[src/ti_settings.svh]
`ifndef TI_SETTINGS_SVH
`define TI_SETTINGS_SVH

`define TI_FLIT_SIZE 32

// an allocation packet always carries this many header flits.
`define TI_HEADER_SIZE 13

`define TI_TASK_ALLOCATION 32'h0000_0040

`define TI_TASK_CNT_W 9
`define TI_APP_ID_W 8

`define TI_MAPPER_ID 32'h0000_0000 // mapper task id reported in header flit 8.

`endif
[src/ti_pkg.sv]
`include "ti_settings.svh"

package ti_pkg;

    // one-hot, so that every phase test is a single bit.
    typedef enum logic [8:0] {
        IDLE         = 9'b0_0000_0001,
        RECV_TARGET  = 9'b0_0000_0010,
        RECV_TXT     = 9'b0_0000_0100,
        RECV_DATA    = 9'b0_0000_1000,
        RECV_BSS     = 9'b0_0001_0000,
        RECV_ENTRY   = 9'b0_0010_0000,
        SEND_HEADER  = 9'b0_0100_0000,
        SEND_PAYLOAD = 9'b0_1000_0000,
        NEXT_TASK    = 9'b1_0000_0000
    } inject_state_e;

    typedef struct packed {
        logic [`TI_FLIT_SIZE-`TI_APP_ID_W-`TI_TASK_CNT_W-1:0] rsvd;
        logic [`TI_APP_ID_W-1:0]                              app_id;
        logic [`TI_TASK_CNT_W-1:0]                            task_cnt;
    } app_fields_t;

    // the application word as it arrives on the source bus.
    typedef union packed {
        logic [`TI_FLIT_SIZE-1:0] raw;
        app_fields_t              fields;
    } app_word_u;

endpackage

[src/task_injector.sv]
`timescale 1ns/1ps
`include "ti_settings.svh"

module task_injector (
    input  logic                     clk_i,
    input  logic                     rst_ni,
    input  logic                     src_rx_i,
    output logic                     src_credit_o,
    input  logic [`TI_FLIT_SIZE-1:0] src_data_i,
    input  logic [15:0]              mapper_address_i,
    output logic                     noc_tx_o,
    input  logic                     noc_credit_i,
    output logic [`TI_FLIT_SIZE-1:0] noc_data_o
);

    ti_pkg::inject_state_e    state;
    logic                     src_take;
    logic                     packet_start;
    logic [3:0]               hdr_idx;
    logic                     hdr_done;
    logic                     pkt_done;
    logic                     code_empty;
    logic [`TI_FLIT_SIZE-1:0] pkt_len;

    inject_ctrl i_inject_ctrl (
        .clk_i          (clk_i),
        .rst_ni         (rst_ni),
        .src_rx_i       (src_rx_i),
        .noc_credit_i   (noc_credit_i),
        .app_word_i     (src_data_i),
        .hdr_done_i     (hdr_done),
        .pkt_done_i     (pkt_done),
        .code_empty_i   (code_empty),
        .state_o        (state),
        .src_take_o     (src_take),
        .packet_start_o (packet_start),
        .src_credit_o   (src_credit_o),
        .noc_tx_o       (noc_tx_o)
    );

    // counts on the NoC handshake as seen at the output port.
    flit_counter i_flit_counter (
        .clk_i          (clk_i),
        .rst_ni         (rst_ni),
        .packet_start_i (packet_start),
        .noc_tx_i       (noc_tx_o),
        .noc_credit_i   (noc_credit_i),
        .pkt_len_i      (pkt_len),
        .hdr_idx_o      (hdr_idx),
        .hdr_done_o     (hdr_done),
        .pkt_done_o     (pkt_done)
    );

    alloc_header i_alloc_header (
        .clk_i            (clk_i),
        .rst_ni           (rst_ni),
        .state_i          (state),
        .src_take_i       (src_take),
        .src_data_i       (src_data_i),
        .mapper_address_i (mapper_address_i),
        .hdr_idx_i        (hdr_idx),
        .hdr_done_i       (hdr_done),
        .pkt_len_o        (pkt_len),
        .code_empty_o     (code_empty),
        .noc_data_o       (noc_data_o)
    );

endmodule

[src/alloc_header.sv]
`timescale 1ns/1ps
`include "ti_settings.svh"

module alloc_header (
    input  logic                     clk_i,
    input  logic                     rst_ni,
    input  ti_pkg::inject_state_e    state_i,
    input  logic                     src_take_i,
    input  logic [`TI_FLIT_SIZE-1:0] src_data_i,
    input  logic [15:0]              mapper_address_i,
    input  logic [3:0]               hdr_idx_i,
    input  logic                     hdr_done_i,
    output logic [`TI_FLIT_SIZE-1:0] pkt_len_o,
    output logic                     code_empty_o,
    output logic [`TI_FLIT_SIZE-1:0] noc_data_o
);

    ti_pkg::app_word_u        app_word;
    logic [`TI_APP_ID_W-1:0]  app_id_q;
    logic [7:0]               task_idx_q;
    logic [`TI_FLIT_SIZE-1:0] target_q;
    logic [`TI_FLIT_SIZE-1:0] pay_size_q;
    logic [`TI_FLIT_SIZE-1:0] txt_sz_q;
    logic [`TI_FLIT_SIZE-1:0] data_sz_q;
    logic [`TI_FLIT_SIZE-1:0] bss_sz_q;
    logic [`TI_FLIT_SIZE-1:0] entry_q;
    logic [15:0]              mapper_addr_q;
    logic [`TI_FLIT_SIZE-1:0] hdr_flit;

    assign app_word.raw = src_data_i;

    // task numbering restarts with every application.
    always_ff @(posedge clk_i or negedge rst_ni) begin
        if (!rst_ni) begin
            task_idx_q <= '0;
        end else if (state_i == ti_pkg::IDLE) begin
            task_idx_q <= '0;
        end else if (state_i == ti_pkg::NEXT_TASK) begin
            task_idx_q <= task_idx_q + 1'b1;
        end
    end

    always_ff @(posedge clk_i) begin
        if (src_take_i) begin
            case (state_i)
                ti_pkg::IDLE:
                    app_id_q <= app_word.fields.app_id;
                ti_pkg::RECV_TARGET:
                    target_q <= src_data_i;
                ti_pkg::RECV_TXT: begin
                    txt_sz_q      <= src_data_i;
                    pay_size_q    <= src_data_i; // size in bytes until RECV_BSS.
                    mapper_addr_q <= mapper_address_i;
                end
                ti_pkg::RECV_DATA: begin
                    data_sz_q  <= src_data_i;
                    pay_size_q <= pay_size_q + src_data_i;
                end
                ti_pkg::RECV_BSS: begin
                    bss_sz_q   <= src_data_i;
                    pay_size_q <= pay_size_q >> 2; // bytes to code words.
                end
                ti_pkg::RECV_ENTRY: begin
                    entry_q    <= src_data_i;
                    pay_size_q <= pay_size_q + (`TI_HEADER_SIZE - 2);
                end
                default: ;
            endcase
        end
    end

    // the payload size excludes the target and size flits.
    assign pkt_len_o    = pay_size_q + 32'd2;
    assign code_empty_o = (pay_size_q == `TI_HEADER_SIZE - 2);

    always_comb begin
        case (hdr_idx_i)
            4'd0:    hdr_flit = target_q;
            4'd1:    hdr_flit = pay_size_q;
            4'd2:    hdr_flit = `TI_TASK_ALLOCATION;
            4'd3:    hdr_flit = {16'b0, app_id_q, task_idx_q};
            4'd4:    hdr_flit = {16'b0, mapper_addr_q};
            4'd8:    hdr_flit = `TI_MAPPER_ID;
            4'd9:    hdr_flit = data_sz_q;
            4'd10:   hdr_flit = txt_sz_q;
            4'd11:   hdr_flit = bss_sz_q;
            4'd12:   hdr_flit = entry_q;
            default: hdr_flit = '0; // flits 5 to 7 are unused by allocation.
        endcase
    end

    assign noc_data_o = hdr_done_i ? src_data_i : hdr_flit;

endmodule

[src/flit_counter.sv]
`timescale 1ns/1ps
`include "ti_settings.svh"

module flit_counter (
    input  logic                     clk_i,
    input  logic                     rst_ni,
    input  logic                     packet_start_i,
    input  logic                     noc_tx_i,
    input  logic                     noc_credit_i,
    input  logic [`TI_FLIT_SIZE-1:0] pkt_len_i,
    output logic [3:0]               hdr_idx_o,
    output logic                     hdr_done_o,
    output logic                     pkt_done_o
);

    logic [`TI_FLIT_SIZE-1:0] sent_q;
    logic                     xfer;

    assign xfer = noc_tx_i && noc_credit_i;

    always_ff @(posedge clk_i or negedge rst_ni) begin
        if (!rst_ni) begin
            sent_q <= '0;
        end else if (packet_start_i) begin
            sent_q <= '0;
        end else if (xfer) begin
            sent_q <= sent_q + 1'b1;
        end
    end

    // the index parks on TI_HEADER_SIZE once all header flits are out.
    assign hdr_done_o = (sent_q >= `TI_HEADER_SIZE);
    assign hdr_idx_o  = hdr_done_o ? 4'(`TI_HEADER_SIZE) : sent_q[3:0];

    assign pkt_done_o = xfer && (sent_q == pkt_len_i - 1'b1); // final flit of the packet.

endmodule

[src/inject_ctrl.sv]
`timescale 1ns/1ps
`include "ti_settings.svh"

module inject_ctrl (
    input  logic                  clk_i,
    input  logic                  rst_ni,
    input  logic                  src_rx_i,
    input  logic                  noc_credit_i,
    input  ti_pkg::app_word_u     app_word_i,
    input  logic                  hdr_done_i,
    input  logic                  pkt_done_i,
    input  logic                  code_empty_i,
    output ti_pkg::inject_state_e state_o,
    output logic                  src_take_o,
    output logic                  packet_start_o,
    output logic                  src_credit_o,
    output logic                  noc_tx_o
);

    ti_pkg::inject_state_e     state_q;
    ti_pkg::inject_state_e     state_d;
    logic [`TI_TASK_CNT_W-1:0] task_cnt_q;
    logic [`TI_TASK_CNT_W-1:0] task_idx_q;
    logic                      recv_phase;
    logic                      hdr_phase;
    logic                      pay_phase;

    assign recv_phase = state_q inside {
        ti_pkg::IDLE,
        ti_pkg::RECV_TARGET,
        ti_pkg::RECV_TXT,
        ti_pkg::RECV_DATA,
        ti_pkg::RECV_BSS,
        ti_pkg::RECV_ENTRY
    };

    // hdr_done is seen one cycle after the last header transfer, so that
    // cycle of SEND_HEADER already passes code words through.
    assign hdr_phase = (state_q == ti_pkg::SEND_HEADER) && !hdr_done_i;
    assign pay_phase = (state_q == ti_pkg::SEND_PAYLOAD)
                    || (state_q == ti_pkg::SEND_HEADER && hdr_done_i && !code_empty_i);

    assign src_credit_o   = recv_phase || (pay_phase && noc_credit_i);
    assign noc_tx_o       = hdr_phase || (pay_phase && src_rx_i);
    assign src_take_o     = src_rx_i && src_credit_o;
    assign packet_start_o = (state_q == ti_pkg::RECV_ENTRY) && src_take_o;
    assign state_o        = state_q;

    always_comb begin
        state_d = state_q;
        case (state_q)
            ti_pkg::IDLE:
                if (src_take_o && app_word_i.fields.task_cnt != '0)
                    state_d = ti_pkg::RECV_TARGET; // an empty application is dropped here.
            ti_pkg::RECV_TARGET:
                if (src_take_o)
                    state_d = ti_pkg::RECV_TXT;
            ti_pkg::RECV_TXT:
                if (src_take_o)
                    state_d = ti_pkg::RECV_DATA;
            ti_pkg::RECV_DATA:
                if (src_take_o)
                    state_d = ti_pkg::RECV_BSS;
            ti_pkg::RECV_BSS:
                if (src_take_o)
                    state_d = ti_pkg::RECV_ENTRY;
            ti_pkg::RECV_ENTRY:
                if (src_take_o)
                    state_d = ti_pkg::SEND_HEADER;
            ti_pkg::SEND_HEADER: begin
                // pkt_done here is either the last header flit of a task
                // without code or a single code word that goes out at once.
                if (pkt_done_i)
                    state_d = ti_pkg::NEXT_TASK;
                else if (hdr_done_i)
                    state_d = ti_pkg::SEND_PAYLOAD;
            end
            ti_pkg::SEND_PAYLOAD:
                if (pkt_done_i)
                    state_d = ti_pkg::NEXT_TASK;
            ti_pkg::NEXT_TASK:
                state_d = (task_idx_q == task_cnt_q - 1'b1) ? ti_pkg::IDLE
                                                            : ti_pkg::RECV_TARGET;
            default:
                state_d = ti_pkg::IDLE;
        endcase
    end

    always_ff @(posedge clk_i or negedge rst_ni) begin
        if (!rst_ni) begin
            state_q    <= ti_pkg::IDLE;
            task_cnt_q <= '0;
            task_idx_q <= '0;
        end else begin
            state_q <= state_d;
            if (state_q == ti_pkg::IDLE && src_take_o)
                task_cnt_q <= app_word_i.fields.task_cnt;
            if (state_q == ti_pkg::IDLE)
                task_idx_q <= '0;
            else if (state_q == ti_pkg::NEXT_TASK)
                task_idx_q <= task_idx_q + 1'b1;
        end
    end

endmodule

[config.mk]
export PLATFORM = sky130hd
export DESIGN_NAME = task_injector
export DESIGN_NICKNAME = d
export VERILOG_FILES = /design/src/ti_pkg.sv /design/src/task_injector.sv /design/src/alloc_header.sv /design/src/flit_counter.sv /design/src/inject_ctrl.sv
export VERILOG_INCLUDE_DIRS = /design/src /design/src/src
export SDC_FILE = /design/constraint.sdc
export NUM_CORES = 1
export LEC_CHECK = 0
export CAP_MARGIN = 20
export CORE_MARGIN = 2
export CORE_UTILIZATION = 58
export DETAILED_ROUTE_END_ITERATION = 16
export DONT_BUFFER_PORTS = 1
export PLACE_DENSITY_LB_ADDON = 0.2
export SLEW_MARGIN = 0
export SYNTH_ARGS = -nofsm -noshare
export SYNTH_HDL_FRONTEND = slang
export SYNTH_SLANG_ARGS = --single-unit
[constraint.sdc]
create_clock -name clk_i -period 4.1 [get_ports clk_i]
set_input_delay 0.615 -clock clk_i [delete_from_list [all_inputs] [get_ports clk_i]]
set_output_delay 0.615 -clock clk_i [all_outputs]
set_load 0.03 [all_outputs]
==> implementation parameters <==
Parameter                              Value

Outcome
  Run status    finished clean

Clock tree
  Count of H-tree levels built during CTS    1
  Total clock buffers created by CTS    31
  Clock tree from TritonCTS    done
  Clock Latency Late Sink    590 ps
  Clock-pin slew of the registers on the worst-case setup and hold paths    60 ps
  Buffers from clock root to sink, at most    3
  Clock tree root driver cell    sky130_fd_sc_hd__clkbuf_16
  Number of clock sinks seen by CTS    283

Routing
  Routed wire per std cell    23.9 um
  Routed via count divided by cell count    6.81
  DRC Markers    0
  Overall routed net length    42.6 mm
  Violation count after the first detailed-route iteration    1549
  Post-DRT Antenna Nets    0
  Number of iterations in the first detailed-routing pass    6
  Count of vias placed by the detailed router    12109

Worst setup path
  Critical path cell sequence    nor4_2 -> nand4_1 -> or3_4 -> or3_1 -> nor3_4 -> buf_4 -> buf_12 -> a221oi_1 -> nand3_1 -> buf_4
  Worst Setup Path Type    register to primary output
  Critical Path Slowest Stage Cell    sky130_fd_sc_hd__or3_4
  Data arrival, critical path    3470 ps
  R2r endpoint    i_alloc_header.pay_size_q[26]
  Endpoint type of the worst setup path    primary output
  Cell with the most instances on the worst path    sky130_fd_sc_hd__buf_4
  Delay of the slowest cell on the worst path    470 ps
  Worst reg2reg setup slack    110 ps
  Data required, critical path    3480 ps
  Max Fanout on Critical Path    16
  Worst reg-to-reg path cell count    17
  Category of the worst setup path launch point    register
  Crit Reg-Reg Startpoint    i_inject_ctrl.state_o[8]

Logic synthesis
  Warnings, synthesis    0
  Number of flops mapped to enable cells by yosys    216
  Share of the synthesized area in the top cell type    42.6%
  Number of distinct library cells after synthesis    71
  Sequential area share after synthesis    53.6%
  Cell type with the highest aggregate area in the netlist    sky130_fd_sc_hd__edfxtp_1
  Number of instances in the synthesized netlist    1368
  Synthesis-stage register bit count    283
  Avg Cell Area, Syn    11.1 um^2
  Primary FF master, synth    sky130_fd_sc_hd__edfxtp_1
  Netlist area before placement    15200 um^2
  Post-Synthesis Net Count    1459
  Share of synthesized registers carrying an async set or reset    23.7%
  Synth top area cells    sky130_fd_sc_hd__edfxtp_1 43%, sky130_fd_sc_hd__dfrtp_1 11%, sky130_fd_sc_hd__xor2_1 3.6%, sky130_fd_sc_hd__ha_1 3.1%, sky130_fd_sc_hd__xnor2_1 3.0%

Finish
  Fraction of final layout cells sized beyond drive strength 1    15.1%
  Most common cell after layout, fill and taps aside    sky130_fd_sc_hd__edfxtp_1
  Fill cell total of the finished layout    1882
  Antenna Cells    0
  Final net count    1510
  Area growth syn-to-layout    14.5%
  Leading cell types in the layout, fill and taps excluded    216 x sky130_fd_sc_hd__edfxtp_1, 96 x sky130_fd_sc_hd__nand2_1, 96 x sky130_fd_sc_hd__buf_4, 77 x sky130_fd_sc_hd__nor2_1, 63 x sky130_fd_sc_hd__dfrtp_1

Job
  Number of maximum-capacitance violations    0

Timing
  Min Tclk post-route    4090 ps
  Max transition margin    29.1%
  Worst-Margin Slew    1060 ps
  Fin Hold WS    119 ps
  Final setup violation count    0
  Setup TNS after final layout    0 ps
  Part of the cycle the worst path needs    99.7%
  Max Clock Freq    245 MHz
  Slew Limit Fails    0
  Worst clock skew on the final layout    16.7 ps
  Final number of hold-violating endpoints    0

Power
  Worst vdd rail ir drop    454 uV
  Leak Pwr    6.50 nW
  Power per unit of standard cell area    420 nW/um^2

Global routing
  Via count of the first global-routing pass    11713
  Number of antenna violations at the first check in global routing    0
  Maximum number of pins on one net before global-route repair    68
  Total global-route track usage    29.9%
  Global-route wire length before repair    65.5 mm
  Remaining Overflow, GRT    0

Worst hold path
  Min-Delay Path Depth    0
  Terminating pin of the worst hold path    i_alloc_header.mapper_addr_q[6]
  Worst hold start    mapper_address_i[6]
  Worst min-delay path class    input pin to register

Floorplan
  Die height    166 um
  Standard cell core area    25900 um^2
  DIE AREA    27600 um^2
  Rows    59
  I/O pin count    86
  Initial Utilization    58.8%
  Width of the die    166 um

Place
  Gpl congestion    0.967
  DPL Wire Length    28.2 mm
  Port Buffers    0
-- metal layers --
metal	routed length, um	part of all wire [%]	track usage (%)
met5	0	0	0
met4	1430	3.4	10.5
met3	4020	9.5	5.48
met2	19700	46	47.5
met1	17500	41	41.8
-- critical path, delay by kind of cell (launching register included) --
kind | cells | cell delay (ps)
simple gates | 6 | 1790
buf+inv | 3 | 530
flops | 1 | 450
compound gates | 1 | 120
-- flip-flops by register name, summed over array words and instances, names as in the netlist --
register and cells:
i_alloc_header.task_idx_q 8, i_alloc_header.mapper_addr_q 16, i_alloc_header.data_sz_q 32, i_alloc_header.entry_q 32, i_flit_counter.sent_q 32, i_inject_ctrl.task_cnt_q 9, i_alloc_header.pay_size_q 32, i_alloc_header.target_q 32
i_alloc_header.app_id_q 8, i_inject_ctrl.state_o 9, i_alloc_header.bss_sz_q 32, i_inject_ctrl.task_idx_q 9, i_alloc_header.txt_sz_q 32
-- worst max path at each step --
stage | startpoint | to | slack [ps] | depth (start not counted)
6_report | i_flit_counter.sent_q[30] | noc_data_o[13] | 10 | 10
5_1_grt | i_flit_counter.sent_q[30] | noc_data_o[21] | -50 | 8
4_1_cts | i_inject_ctrl.state_o[8] | i_alloc_header.pay_size_q[29] | -3 | 14
3_5_place_dp | i_inject_ctrl.state_o[8] | i_alloc_header.pay_size_q[29] | -10 | 14
3_3_place_gp | i_inject_ctrl.state_o[8] | i_alloc_header.pay_size_q[29] | 120 | 14
2_1_floorplan | i_inject_ctrl.state_o[3] | i_alloc_header.pay_size_q[31] | 40 | 16
-- cells by family after synthesis --
group / Yosys count / synth area share (%)
flip-flops: 283 / 53.6
AO/OA/AOI/OAI: 346 / 16.6
buffers and inverters: 125 / 3.30
XOR/XNOR: 114 / 6.56
multiplexers: 12 / 0.863
adder cells (fa/ha/maj): 39 / 3.25
AND/OR/NAND/NOR: 449 / 15.8
-- timing repair --
item	4_1_cts	5_1_grt
pin swaps	2	8
endpoints found under the hold margin	67	0
gates resized for setup	5	17
hold buffers	2	0
endpoints found under the setup margin	33	41
setup buffers	0	6
gates cloned	0	2
-- through the flow --
| stage | instances | utilization, % | setup WS [ps] | power [mW] | cell area, um^2 |
|---|---|---|---|---|---|
| 6_report | 1779 | 67.3 | 13.9 | 7.33 | 17400 |
| 5_1_grt | 1779 | 67.3 | -48.1 | 7.58 | 17400 |
| 4_1_cts | 1771 | 66.7 | -2.87 | 7.33 | 17300 |
| 3_5_place_dp | 1711 | 62.5 | -13.7 | 4.52 | 16200 |
| 3_3_place_gp | 1711 | 62.5 | 120 | 4.49 | 16200 |
| 2_1_floorplan | 1368 | - | 35.4 | 4.22 | 15200 |
-- synthesized netlist by cell type, types with 6 or more instances --
cell type                    n
sky130_fd_sc_hd__a21o_1     14
sky130_fd_sc_hd__a21oi_1    52
sky130_fd_sc_hd__a221o_1     6
sky130_fd_sc_hd__a221oi_1   33
sky130_fd_sc_hd__a222oi_1   31
sky130_fd_sc_hd__a22o_1     31
sky130_fd_sc_hd__a22oi_1    42
sky130_fd_sc_hd__a31oi_1     7
sky130_fd_sc_hd__and2_1      7
sky130_fd_sc_hd__and3_1     19
sky130_fd_sc_hd__and4_1      7
sky130_fd_sc_hd__buf_2      13
sky130_fd_sc_hd__clkbuf_1   74
sky130_fd_sc_hd__dfrtp_1    66
sky130_fd_sc_hd__edfxtp_1  216
sky130_fd_sc_hd__ha_1       38
sky130_fd_sc_hd__inv_1      32
sky130_fd_sc_hd__mux2_2      7
sky130_fd_sc_hd__nand2_1    96
sky130_fd_sc_hd__nand2b_1   10
sky130_fd_sc_hd__nand3_1    50
sky130_fd_sc_hd__nand4_1    29
sky130_fd_sc_hd__nor2_1     82
sky130_fd_sc_hd__nor2b_1    36
sky130_fd_sc_hd__nor3_1     25
sky130_fd_sc_hd__nor3_2      7
sky130_fd_sc_hd__nor4_1     31
sky130_fd_sc_hd__o211ai_1   12
sky130_fd_sc_hd__o21ai_0    63
sky130_fd_sc_hd__o21bai_1    7
sky130_fd_sc_hd__or3_1      14
sky130_fd_sc_hd__or4_1       7
sky130_fd_sc_hd__xnor2_1    52
sky130_fd_sc_hd__xor2_1     62
-- where the power goes --
part	switching, mW	leakage (nW)	internal, mW
sequential	0.108	2.86	3.27
combinational	0.699	3.14	0.439
clock	1.16	0.507	1.65
total	1.97	6.50	5.36
-- cell type report --
cell class                      instances  area [um^2]  share of cell area, %
Clock inverter                         18          198                   1.13
Timing Repair Buffer                  111         1020                   5.85
Clock buffer                           40          841                   4.82
Multi-Input combinational cell        960         6670                   38.2
Tap cell                              335          419                   2.40
Sequential cell                       283         8170                   46.8
Inverter                               32          123                  0.703
Power figures use the tool's default switching activity.
